**src/hdl/lsBufferDefs_defs.svh**
```systemverilog
`ifndef LS_BUFFER_DEFS_SVH
`define LS_BUFFER_DEFS_SVH

// Buffer geometry
`define LS_DEPTH      8
`define LS_DATA_W     32
`define LS_TAG_W      4
`define LS_MEM_WORDS  64
`define LS_OP_W       4

// Bit 3 is the store flag, bit 2 the unsigned flag, bits 1..0 the size
`define LS_OP_LB      4'b0000
`define LS_OP_LH      4'b0001
`define LS_OP_LW      4'b0010
`define LS_OP_NOP     4'b0011 // Size 3 has no access and marks an empty slot
`define LS_OP_LBU     4'b0100
`define LS_OP_LHU     4'b0101
`define LS_OP_SB      4'b1000
`define LS_OP_SH      4'b1001
`define LS_OP_SW      4'b1010

`define LS_SIZE_BYTE  2'd0
`define LS_SIZE_HALF  2'd1
`define LS_SIZE_WORD  2'd2

`define LS_TAG_NONE   4'd0

`endif

```
**src/hdl/lsBufferPkg.sv**
```systemverilog
`include "lsBufferDefs_defs.svh"

package lsBufferPkg;

    // Decoded view of the memory operation word
    typedef struct packed {
        logic       isStore;
        logic       unsignedLoad;
        logic [1:0] size;        // 0 byte, 1 half, 2 word
    } lsOpFields_s;

    // One word seen either as a raw code or as its decoded fields
    typedef union packed {
        logic [`LS_OP_W-1:0] code;
        lsOpFields_s         f;
    } lsOpWord_u;

endpackage

```
**src/hdl/lsBufLine.sv**
```systemverilog
`timescale 1ns/100ps
`include "lsBufferDefs_defs.svh"

module lsBufLine
    import lsBufferPkg::*;
(
    input  logic                 clk,
    input  logic                 rst,
    input  logic                 allocEn,
    input  logic                 free,
    input  logic [`LS_DATA_W-1:0] baseVal,
    input  logic [`LS_TAG_W-1:0]  baseTag,
    input  logic [`LS_DATA_W-1:0] storeVal,
    input  logic [`LS_TAG_W-1:0]  storeTag,
    input  logic [`LS_DATA_W-1:0] offset,
    input  logic [`LS_TAG_W-1:0]  dstTag,
    input  lsOpWord_u             opWord,
    input  logic                  aluCdbValid,
    input  logic [`LS_TAG_W-1:0]  aluCdbTag,
    input  logic [`LS_DATA_W-1:0] aluCdbData,
    input  logic                  lsCdbFire,
    input  logic [`LS_TAG_W-1:0]  lsCdbTag,
    input  logic [`LS_DATA_W-1:0] lsCdbData,
    output logic                  lineReady,
    output logic [`LS_DATA_W-1:0] base,
    output logic [`LS_DATA_W-1:0] storeData,
    output logic [`LS_DATA_W-1:0] lineOffset,
    output logic [`LS_TAG_W-1:0]  lineDstTag,
    output lsOpWord_u             lineOp
);
    logic                  occupied;
    logic [`LS_TAG_W-1:0]  baseTagQ;
    logic [`LS_TAG_W-1:0]  storeTagQ;
    logic [`LS_TAG_W-1:0]  srcBaseTag, srcStoreTag;
    logic [`LS_DATA_W-1:0] srcBase, srcStore;
    logic                  baseAluHit, baseLsHit, storeAluHit, storeLsHit;
    logic [`LS_DATA_W-1:0] baseNext, storeNext;
    logic [`LS_TAG_W-1:0]  baseTagNext, storeTagNext;

    function automatic logic busHit(input logic valid, input logic [`LS_TAG_W-1:0] busTag,
                                    input logic [`LS_TAG_W-1:0] waitTag);
        return valid && (waitTag != `LS_TAG_NONE) && (busTag == waitTag);
    endfunction

    // A broadcast in the dispatch cycle is caught on the incoming operand
    assign srcBaseTag  = allocEn ? baseTag  : baseTagQ;
    assign srcBase     = allocEn ? baseVal  : base;
    assign srcStoreTag = allocEn ? storeTag : storeTagQ;
    assign srcStore    = allocEn ? storeVal : storeData;

    assign baseAluHit  = busHit(aluCdbValid, aluCdbTag, srcBaseTag);
    assign baseLsHit   = busHit(lsCdbFire, lsCdbTag, srcBaseTag);
    assign storeAluHit = busHit(aluCdbValid, aluCdbTag, srcStoreTag);
    assign storeLsHit  = busHit(lsCdbFire, lsCdbTag, srcStoreTag);

    // ALU bus wins when both carry the tag
    assign baseNext     = baseAluHit ? aluCdbData : (baseLsHit ? lsCdbData : srcBase);
    assign baseTagNext  = (baseAluHit || baseLsHit) ? `LS_TAG_NONE : srcBaseTag;
    assign storeNext    = storeAluHit ? aluCdbData : (storeLsHit ? lsCdbData : srcStore);
    assign storeTagNext = (storeAluHit || storeLsHit) ? `LS_TAG_NONE : srcStoreTag;

    assign lineReady = occupied && (baseTagQ == `LS_TAG_NONE) && (storeTagQ == `LS_TAG_NONE);

    always_ff @(posedge clk or posedge rst) begin
        if (rst) begin
            occupied <= 1'b0;
        end else if (allocEn) begin
            occupied <= 1'b1;
        end else if (free) begin
            occupied <= 1'b0;
        end
    end

    always_ff @(posedge clk) begin
        if (allocEn || occupied) begin
            base      <= baseNext;
            baseTagQ  <= baseTagNext;
            storeData <= storeNext;
            storeTagQ <= storeTagNext;
        end
        if (allocEn) begin
            lineOffset <= offset;
            lineDstTag <= dstTag;
            lineOp     <= opWord;
        end
    end

endmodule

```
**config.mk**
```make
export PLATFORM = sky130hd
export DESIGN_NAME = lsBufLine
export DESIGN_NICKNAME = d
export VERILOG_FILES = /design/src/hdl/lsBufferPkg.sv /design/src/hdl/lsBufLine.sv
export VERILOG_INCLUDE_DIRS = /design/src /design/src/hdl
export SDC_FILE = /design/constraint.sdc
export NUM_CORES = 1
export LEC_CHECK = 0
export BUFFER_PORTS_ARGS = -buffer_cell sky130_fd_sc_hd__buf_2
export CAP_MARGIN = 20
export CORE_AREA = 2 2 113 115
export DETAILED_ROUTE_END_ITERATION = 7
export DIE_AREA = 0 0 115 117
export PLACE_DENSITY = 0.77
export SYNTH_ARGS = -nofsm -noshare
export SYNTH_HDL_FRONTEND = slang
export SYNTH_SLANG_ARGS = --single-unit
```
**constraint.sdc**
```tcl
create_clock -name clk -period 6.7 [get_ports clk]
set_clock_uncertainty 0.1 [all_clocks]
set_input_delay 0.335 -clock clk [delete_from_list [all_inputs] [get_ports clk]]
set_output_delay 0.335 -clock clk [all_outputs]
set_load 0.02 [all_outputs]
```
==> results of run 1 <==
==> worst register-to-register path: cells and delay by family, from the launching register on <==
kind	cells	cell delay [ns]
AOI/OAI and AO/OA	1	0.45
DFF	1	0.39
xor gates and xnor gates	1	0.12
and+or+nand+nor	3	0.90
buffers and inverters	2	0.69
muxes	1	0.32
==> cells by family (layout without fill, tap and decap cells) <==
| group | Yosys count | count (layout) | synth area share, % |
|---|---|---|---|
| DFF | 113 | 113 | 66.1 |
| xor gates and xnor gates | 16 | 16 | 2.73 |
| muxes | 10 | 10 | 2.29 |
| and+or+nand+nor | 219 | 219 | 16.9 |
| AOI/OAI and AO/OA | 67 | 67 | 8.25 |
| buffers and inverters | 32 | 364 | 3.71 |
==> worst paths after layout <==
kind                            slack [ns]       endpoint
worst max-delay path                  3.04  storeData[26]
worst min-delay path                  0.01  lineDstTag[3]
worst max register to register        3.38  storeData[26]
worst min register to register        0.49       occupied
max in group asynchronous             6.21       occupied
min in group asynchronous             0.20       occupied
==> cells in the final DEF (no fill, tap or decap), types with 2 or more instances in the layout <==
cell           instances
mux2_2                 2
clkbuf_16             17
clkinv_1               2
inv_1                  2
nand3_2                2
mux2i_1                4
and3_1                 2
xor2_1                 4
a21o_1                 3
nor2_1                72
a31oi_1               64
edfxtp_1             112
mux2i_2                4
xnor2_1               12
dlygate4sd3_1         27
buf_4                  9
buf_2                294
clkinv_4               2
nand2_1              130
bufinv_16              3
inv_6                  5
clkinvlp_4             3
nor4_1                 7
==> final cells by class <==
cell class              instances  share of cell area (%)
clock buffers                  17                    5.63
clock inverters                15                    2.40
inverters                       2                  0.0994
multi-input cells             312                    20.6
flip-flops and latches        113                    44.8
well taps                     150                    2.48
repair buffers                330                    23.9
==> flip-flops by register name, indices dropped and copies added, names as in the netlist <==
register	count
baseTagQ	4
base	32
occupied	1
lineOp	4
lineOffset	32
storeData	32
storeTagQ	4
lineDstTag	4
==> report_power, final <==
group	total, W	internal, W	leakage, nW	switching, W
registers	0.000894	0.000869	1.11	0.0000249
logic	0.000369	0.000141	2.02	0.000228
clock network	0.000931	0.000589	0.286	0.000342
total	0.00219	0.00160	3.42	0.000595
==> through the flow <==
stage               setup slack (ns)  std cells  hold WS [ns]  util [%]  power (W)
global route                    2.85        939       0.00346      61.4    0.00226
CTS                             3.08        937       0.00166      61.2    0.00220
finish                          3.04        939        0.0130      61.4    0.00219
global placement                2.73        880        0.0762      54.2    0.00125
floorplan                       3.69        457       -0.0363         -    0.00110
detailed placement              2.62        880        0.0722      54.2    0.00126
==> layer usage <==
metal  routed length (µm)  vias to the layer above
li1                     -                     2273
met1                 5910                     2197
met2                 8670                      305
met3                 1810                       21
met4                  257                        0
met5                    0                        -
==> results.md, run 1 <==
- Outcome: completed
- Wire per inst: ~18 µm
- Post-layout net count: between 900 and 1000
- FF+latch count, synth: 113
- Vias/cell: between 5 and 6
- IO Port Bufs: just under 300
- DRT iter0 DRCs: around 320
- Final setup viols: 0
- Filler cells: about 1000
- Family with the most delay on the worst path: buffers and inverters
- Die width: between 100 and 150 µm
- Syn_nets: between 600 and 700
- RSZ-0062 raised after global routing: no
- Critical path arrival: around 3.6 ns
- Distinct cells, synth: 24
- Final Max Tran Viols: 0
- Aggregate global routing overflow: 0
- Worst-path clk slew: around 0.060 ns
- Met2 Usage GRT: a little over two fifths
- Die area: 13500 µm²
- Routability cong.: between 0.8 and 0.9
- Crit. End Element: register
- Async set-reset flop share out of synthesis: less than 1%
- Total wire length: roughly 17000 µm
- Post-DRT Antenna Nets: 0
- Class of the most critical hold timing path: input pin to register
- Critical Path Fanout Max: 54
- CTS tree: built
- P_leak: 3.42 nW
- GRT met3 Usage: 7.52%
- Post-route cell area: 7560 µm²
- Global routing's busiest layer: met2
- Max clock buf depth: 2
- Antenna violations before repair: 0
- Die height: about 120 µm
- Critical Path RT: roughly 6.7 ns
- Tot GR Track Use: approximately a quarter
- Setup TNS: 0 ns
- Postcts setup bufs: 0
- CP Buf/Inv Count: 4
- Share of post-route cells with drive strength above 1: a little over two fifths
- Ys Warns: 0
- Worst-margin pin slew: around 0.77 ns
- Synth cell count leaders: nand2_1 (130), edfxtp_1 (112), nor2_1 (72), a31oi_1 (64), clkbuf_1 (16)
- Slowest cell delay on critical path: around 0.56 ns
- First-pass GRT wire length: approximately 23000 µm
- Total number of H-tree levels: 4
- Hold Buf Count CTS: 25
- Post-CTS Resized: 0
- Antenna cells: 0
- Top FF cell, synth: edfxtp_1
- Synthesized cell area: ~5000 µm²
- Row count: 41
- Synth top area cells: edfxtp_1 (66%), nand2_1 (9.5%), a31oi_1 (7.8%)
- Drt pass-1 iters: 5
- Number of synthesized flops with an enable pin: ~110
- Largest net degree at the start of global routing: 65
- Clk_lat worst skew: approximately 0.4 ns
- Routed via count: ~4800
- Core area: approximately 12000 µm²
- Crit Path Category: input pin to register
- Hold_sp: dstTag[3]
- CP Cell Sequence: buf_2, buf_4, mux2i_1, xnor2_1, or4_4, or2_1, buf_4, nand2_2, a21o_1, buf_4
- Area leader, netlist: edfxtp_1
- Startpoint types: input pin
- CP startpoint: allocEn
- Area of the multi-input gates: between 1500 and 2000 µm²
- Hold Fails Final Rpt: 0
- Cell Pwr Density: about 290 nW/µm²
- Hold path cells: 1
- Max Fclk: 273 MHz
- Crit path max-delay cell type: buf_4
- Relative slew slack: roughly half
- Dpl hpwl: approximately 12000 µm
- Clock tree root buffer cell: clkbuf_16
- # DRC: 0
- M1 GR Usage: between 20% and 30%
- Post-synthesis sequential area ratio: about two thirds
- Post-layout minimum cycle time: 3.66 ns
- Synth Area per Inst: around 11 µm²
- Cell count after synthesis: between 400 and 500
- Synth top area share: between 60% and 70%
- Synth-to-layout area growth: 47.4%
- Count leader, synth: nand2_1
- Period utilization: roughly 55%
- Total CTS buffers: 17
- Critical Path Stages: 10
- Placed Area: approximately 6700 µm²
- Vias in the first global route: 4547
- Reg2Reg Launch Point: storeTagQ[0]
- Initial Util: a little over two fifths
- Crit-path most repeated cell: buf_4
- Register area: between 3000 and 4000 µm²
- R2R cell count: 8
- VDD IR-drop max: 0.139 mV
- Max cap viols: 0
- CTS Sinks: approximately 110
- I/O Pins: just under 300
No activity file was read; power rests on OpenSTA's default activity.
==> inputs of run 2 (changes only) <==
CORE_AREA = 2 2 115 117   (was 2 2 113 115)
DIE_AREA = 0 0 117 119   (was 0 0 115 117)
PLACE_DENSITY = 0.75   (was 0.77)
clock period = 3.45 ns   (was 6.7 ns; I/O delays follow)
==> results.md, run 2 (synthesis results as in run 1) <==
- Worst-path clk slew: 0.06 ns (about the same)
- Post-CTS Resized: 0 (unchanged)
- CTS tree: built
- Regs by FF count: base x32, lineOffset x32, storeData x32
- Total CTS buffers: 17 (unchanged)
- VDD IR-drop max: 0.250 mV (+79%)
- CP startpoint: storeTagQ[0]
- Die area: 13900 µm² (+3.5%)
- Row count: 42 (+2.4%)
- Antenna violations before repair: 0 (unchanged)
- Hold Fails Final Rpt: 0 (unchanged)
- Routed via count: 4809 (+0.27%)
- Dpl hpwl: 11700 µm (+1.3%)
- Reg2Reg Launch Point: storeTagQ[0]
- Cell Count, Final, Fillers Out: 984 (+4.8%)
- Post-DRT Antenna Nets: 0 (unchanged)
- Critical Path RT: 3.59 ns (-3.08 ns)
- Clock tree root buffer cell: clkbuf_16
- Aggregate global routing overflow: 0 (unchanged)
- Drt pass-1 iters: 7 (+2)
- Max Fclk: 388 MHz
- Vias in the first global route: 4774 (+5.0%)
- Routability cong.: 0.849 (-2.6%)
- P_leak: 3.50 nW (+2.4%)
- Pint: 0.00310 W (+94%)
- Startpoint types: register
- Critical path arrival: 2.72 ns (-0.91 ns)
- Area of the multi-input gates: 1560 µm² (unchanged)
- Hold_sp: baseVal[30]
- Class of the most critical hold timing path: input pin to register
- First-pass GRT wire length: 24100 µm (+2.9%)
- Die height: 119 µm (+1.7%)
- Most common cell after layout, fill and taps aside: buf_2
- I/O Pins: 295 (unchanged)
- Crit Path Category: register to register
- Total number of H-tree levels: 4 (unchanged)
- Clock share of power: 40.9% (-1.5 points)
- Crit. End Element: register
- Period utilization: 74.8%
- Slowest cell delay on critical path: 0.50 ns (-0.06 ns)
- Die width: 117 µm (+1.7%)
- CTS Sinks: 113 (unchanged)
- Total wire length: 16200 µm (-2.6%)
- Placed Area: 6770 µm² (+1.4%)
- Worst-margin pin slew: 0.529 ns (-0.237 ns)
- IO Port Bufs: 294 (unchanged)
- Switching Power: 0.00107 W (+80%)
- Dpl cells: 911 (+3.5%)
- Register area: 3390 µm² (unchanged)
- R2R cell count: 7 (-1)
- Post-layout net count: 986 (+2.1%)
- Post-layout minimum cycle time: 2.58 ns
- Commonest non-fill, non-tap cells in the layout: buf_2 (294), nand2_1 (130), edfxtp_1 (112), nor2_1 (72), a31oi_1 (64)
- Final setup viols: 0 (unchanged)
- Setup TNS: 0 ns (unchanged)
- Hold Buf Count CTS: 42 (+68%)
- Power share of the sequential group: 41.5% (+0.8 points)
- Max cap viols: 0 (unchanged)
- Max clock buf depth: 2 (unchanged)
- CP Cell Sequence: mux2i_1, xnor2_1, or4_4, nor2_2, buf_12, nand2_1, a31oi_1
- Relative slew slack: 64.7% (+16 points)
- Final Max Tran Viols: 0 (unchanged)
- Postcts setup bufs: 0 (unchanged)
- Antenna cells: 0 (unchanged)
- DRT iter0 DRCs: 257 (-19%)
- Tot GR Track Use: 23.2% (-0.40 points)
- # DRC: 0 (unchanged)
- Share of post-route cells with drive strength above 1: 42.9% (-0.78 points)
- Switching portion of total power: 25.7% (-1.4 points)
- Filler cells: 1063 (+5.2%)
- Wire per inst: 16.5 µm (-7.1%)
- Crit path max-delay cell type: or4_4
- Post-route cell area: 7770 µm² (+2.8%)
- Hold path cells: 3 (+2)
- Combinational power share: 17.6% (+0.8 points)
- Clk_lat worst skew: 0.40 ns (about the same)
- Worst hold slack: 0.0239 ns (+0.0109 ns)
- Initial Util: 39.8% (-1.8 points)
- Largest net degree at the start of global routing: 45 (-31%)
- Critical Path Fanout Max: 23 (-57%)
- Vias/cell: 4.89 (-4.3%)
- Synth-to-layout area growth: 51.6%
- Cell Pwr Density: 537 nW/µm² (+85%)
- Outcome: completed
- RSZ-0062 raised after global routing: no
- Core area: 12900 µm² (+4.6%)
run 2: area by class of cell:
cell class,count,share of cell area (%)
Clock buffer,18,5.52
Sequential cell,113,43.6
Timing Repair Buffer,350,26.0
Clock inverter,13,1.87
Tap cell,176,2.83
Inverter,2,0.0966
Multi-Input combinational cell,312,20.0
run 2: critical path: cells and delay by family (launching register included):
kind	cells	cell delay, ns
AND/OR/NAND/NOR	3	1.02
flip-flops	1	0.40
multiplexers	1	0.33
buffers and inverters	1	0.25
AO/OA/AOI/OAI	1	0.18
XOR/XNOR	1	0.13
run 2: final timing paths:
| check | end | slack, ns |
|---|---|---|
| worst min register to register | occupied | 0.51 |
| worst min-delay path | base[30] | 0.02 |
| worst max register to register | storeData[10] | 0.87 |
| max in group asynchronous | occupied | 3.11 |
| min in group asynchronous | occupied | 0.05 |
| worst max-delay path | storeData[10] | 0.87 |
run 2: through the flow:
stage               utilization [%]  worst slack [ns]  power [W]
floorplan                         -             0.550    0.00214
global route                   60.3             0.621    0.00434
finish                         60.3             0.871    0.00417
global placement               52.6             0.595    0.00244
CTS                            60.3             0.835    0.00419
detailed placement             52.6             0.580    0.00245
run 2: power by group through the flow:
stage,combinational (W),sequential [W],clock (W)
finish,0.000733,0.00173,0.00171
global route,0.000796,0.00174,0.00180
CTS,0.000734,0.00173,0.00173
detailed placement,0.000695,0.00175,0
global placement,0.000685,0.00175,0
floorplan,0.000224,0.00191,0
run 2: metal layers:
layer	wire, µm	up-vias	GRT usage (%)
li1	-	2306	-
met1	6060	2213	25.6
met2	8170	255	40.2
met3	1490	35	7.48
met4	489	0	10.3
met5	0	-	0
==> inputs of run 3 (changes only) <==
CORE_AREA = not set   (was 2 2 115 117)
CORE_UTILIZATION = 40   (was not set)
DIE_AREA = not set   (was 0 0 117 119)
PLACE_DENSITY = 0.77   (was 0.75)
clock period = 2.2 ns   (was 3.45 ns; I/O delays follow)
==> results.md, run 3 (synthesis results as in run 1) <==
- Outcome: finished with violations
- Violations in the final reports: negative setup slack
- Final Max Tran Viols: 0 (unchanged)
- IO Port Bufs: 294 (unchanged)
- Drt pass-1 iters: 7 (unchanged)
- Clk_lat worst skew: 0.40 ns (about the same)
- Cell Count, Final, Fillers Out: 1137 (+16%)
- Post-layout minimum cycle time: 2.42 ns (-0.156 ns)
- Share of post-route cells with drive strength above 1: 44.8% (+1.9 points)
- Crit path max-delay cell type: or4_4
- Regs by FF count: base x32, lineOffset x32, storeData x32
- CP Cell Sequence: nor4_4, mux2_4, or4_4, buf_6, nor2_4, buf_6, nand2_2, a31oi_1
- Setup slack after layout: -0.223 ns (-1.09 ns)
- I/O Pins: 295 (unchanged)
- Hold Fails Final Rpt: 0 (unchanged)
- Period utilization: 110% (+35 points)
- Initial Util: 41.8% (+2.0 points)
- Relative slew slack: 65.2% (+0.53 points)
- Final setup viols: 111 (+111)
- Max cap viols: 0 (unchanged)
- Die height: 115 µm (-3.2%)
- Switching portion of total power: 28.2% (+2.5 points)
- Power share of the sequential group: 38.9% (-2.6 points)
- Clock tree root buffer cell: clkbuf_16
- Routed via count: 6192 (+29%)
- Dpl hpwl: 12600 µm (+7.7%)
- P_leak: 4.32 nW (+23%)
- Core area: 12300 µm² (-4.8%)
- Largest net degree at the start of global routing: 42 (-6.7%)
- Total wire length: 23900 µm (+48%)
- Worst-path clk slew: 0.06 ns (about the same)
- RSZ-0062 raised after global routing: yes
- Cell Pwr Density: 717 nW/µm² (+34%)
- Class of the most critical hold timing path: input pin to register
- Wire per inst: 21.0 µm (+28%)
- Worst reg-to-reg setup slack: -0.22 ns (-1.09 ns)
- Post-layout net count: 1145 (+16%)
- Critical path arrival: 2.54 ns (-0.18 ns)
- VDD IR-drop max: 0.426 mV (+70%)
- Total number of H-tree levels: 4 (unchanged)
- CTS Sinks: 113 (unchanged)
- Startpoint types: register
- Setup TNS: -14.23 ns (-14.23 ns)
- Post-DRT Antenna Nets: 0 (unchanged)
- Dpl cells: 922 (+1.2%)
- Most common cell after layout, fill and taps aside: buf_2
- Critical Path RT: 2.32 ns (-1.27 ns)
- Commonest non-fill, non-tap cells in the layout: buf_2 (294), dlygate4sd3_1 (164), nand2_1 (116), edfxtp_1 (112), a31oi_1 (59)
- Tot GR Track Use: 33.0% (+9.8 points)
- Crit-path most repeated cell: buf_6
- Crit Path Category: register to register
- Combinational power share: 23.2% (+5.6 points)
- Synth-to-layout area growth: 92.0%
- Antenna violations before repair: 0 (unchanged)
- Clock share of power: 37.9% (-3.0 points)
- First-pass GRT wire length: 32000 µm (+33%)
- Pint: 0.00507 W (+64%)
- DRT iter0 DRCs: 710 (+180%)
- Switching Power: 0.00199 W (+85%)
- Critical Path Fanout Max: 8 (-65%)
- CP Buf/Inv Count: 2 (+1)
- Aggregate global routing overflow: 0 (unchanged)
- # DRC: 0 (unchanged)
- Die width: 115 µm (-1.5%)
- Worst hold slack: 0.0169 ns (-0.00695 ns)
- Slowest cell delay on critical path: 0.55 ns (+0.05 ns)
- CTS tree: built
- Routability cong.: 0.909 (+7.0%)
- Crit. End Element: register
- Core Util, Final: 80.3% (+20 points)
- Family with the most delay on the worst path: simple AND/OR/NAND/NOR gates
- Vias/cell: 5.45 (+11%)
- Max Fclk: 413 MHz (+6.4%)
- Die area: 13300 µm² (-4.7%)
- Total CTS buffers: 17 (unchanged)
- Row count: 40 (-4.8%)
- Vias in the first global route: 6363 (+33%)
- Max clock buf depth: 2 (unchanged)
- Worst-margin pin slew: 0.522 ns (-0.00735 ns)
run 3: per-layer routing:
layer	vias up	wire, µm	global-route usage [%]
li1	2636	-	-
met3	191	2590	11.0
met5	-	0	0
met2	594	11600	56.3
met4	0	1800	26.5
met1	2771	7880	33.1
run 3: metrics by stage:
step	setup slack [ns]	area [µm²]	total power, W
after global placement	-0.100	7000	0.00390
after detailed placement	-0.218	7000	0.00393
after CTS	-0.155	9240	0.00681
final	-0.223	9840	0.00706
after floorplan	-0.173	5150	0.00335
after global routing	-0.268	9840	0.00728
run 3: final timing paths:
check | start | to | depth (start not counted)
worst max-delay path | storeTagQ[3] | storeData[23] | 8
worst max register to register | storeTagQ[3] | storeData[23] | 8
worst min register to register | occupied | occupied | 1
worst min-delay path | lsCdbData[17] | base[17] | 3
min in group asynchronous | rst | occupied | 4
max in group asynchronous | rst | occupied | 4
run 3: cell type report:
class	instances	area, µm²
Fill cell	671	2420
Sequential cell	113	3390
Clock buffer	18	429
Tap cell	168	210
Multi-Input combinational cell	312	1900
Timing Repair Buffer	509	3770
Inverter	2	7.51
Antenna cell	1	2.50
Clock inverter	14	140
run 3: power by group through the flow:
stage | Clock (W) | Sequential [W] | Combinational, W
after global routing | 0.00280 | 0.00276 | 0.00172
final | 0.00268 | 0.00274 | 0.00164
after CTS | 0.00267 | 0.00272 | 0.00141
after global placement | 0 | 0.00275 | 0.00115
after floorplan | 0 | 0.00300 | 0.000358
after detailed placement | 0 | 0.00276 | 0.00117
run 3: timing repair:
item / CTS / global route
cloned: 1 / 8
pin swaps: 3 / 25
gates resized for setup: 6 / 88
hold endpoints to repair: 104 / 0
endpoints found under the setup margin: 64 / 131
buffers inserted: 0 / 9
hold buffers: 164 / 0
run 3: worst min-delay path: stages:
cell     delay, ns
buf_2         0.11
nand2_1       0.05
a31oi_1       0.08
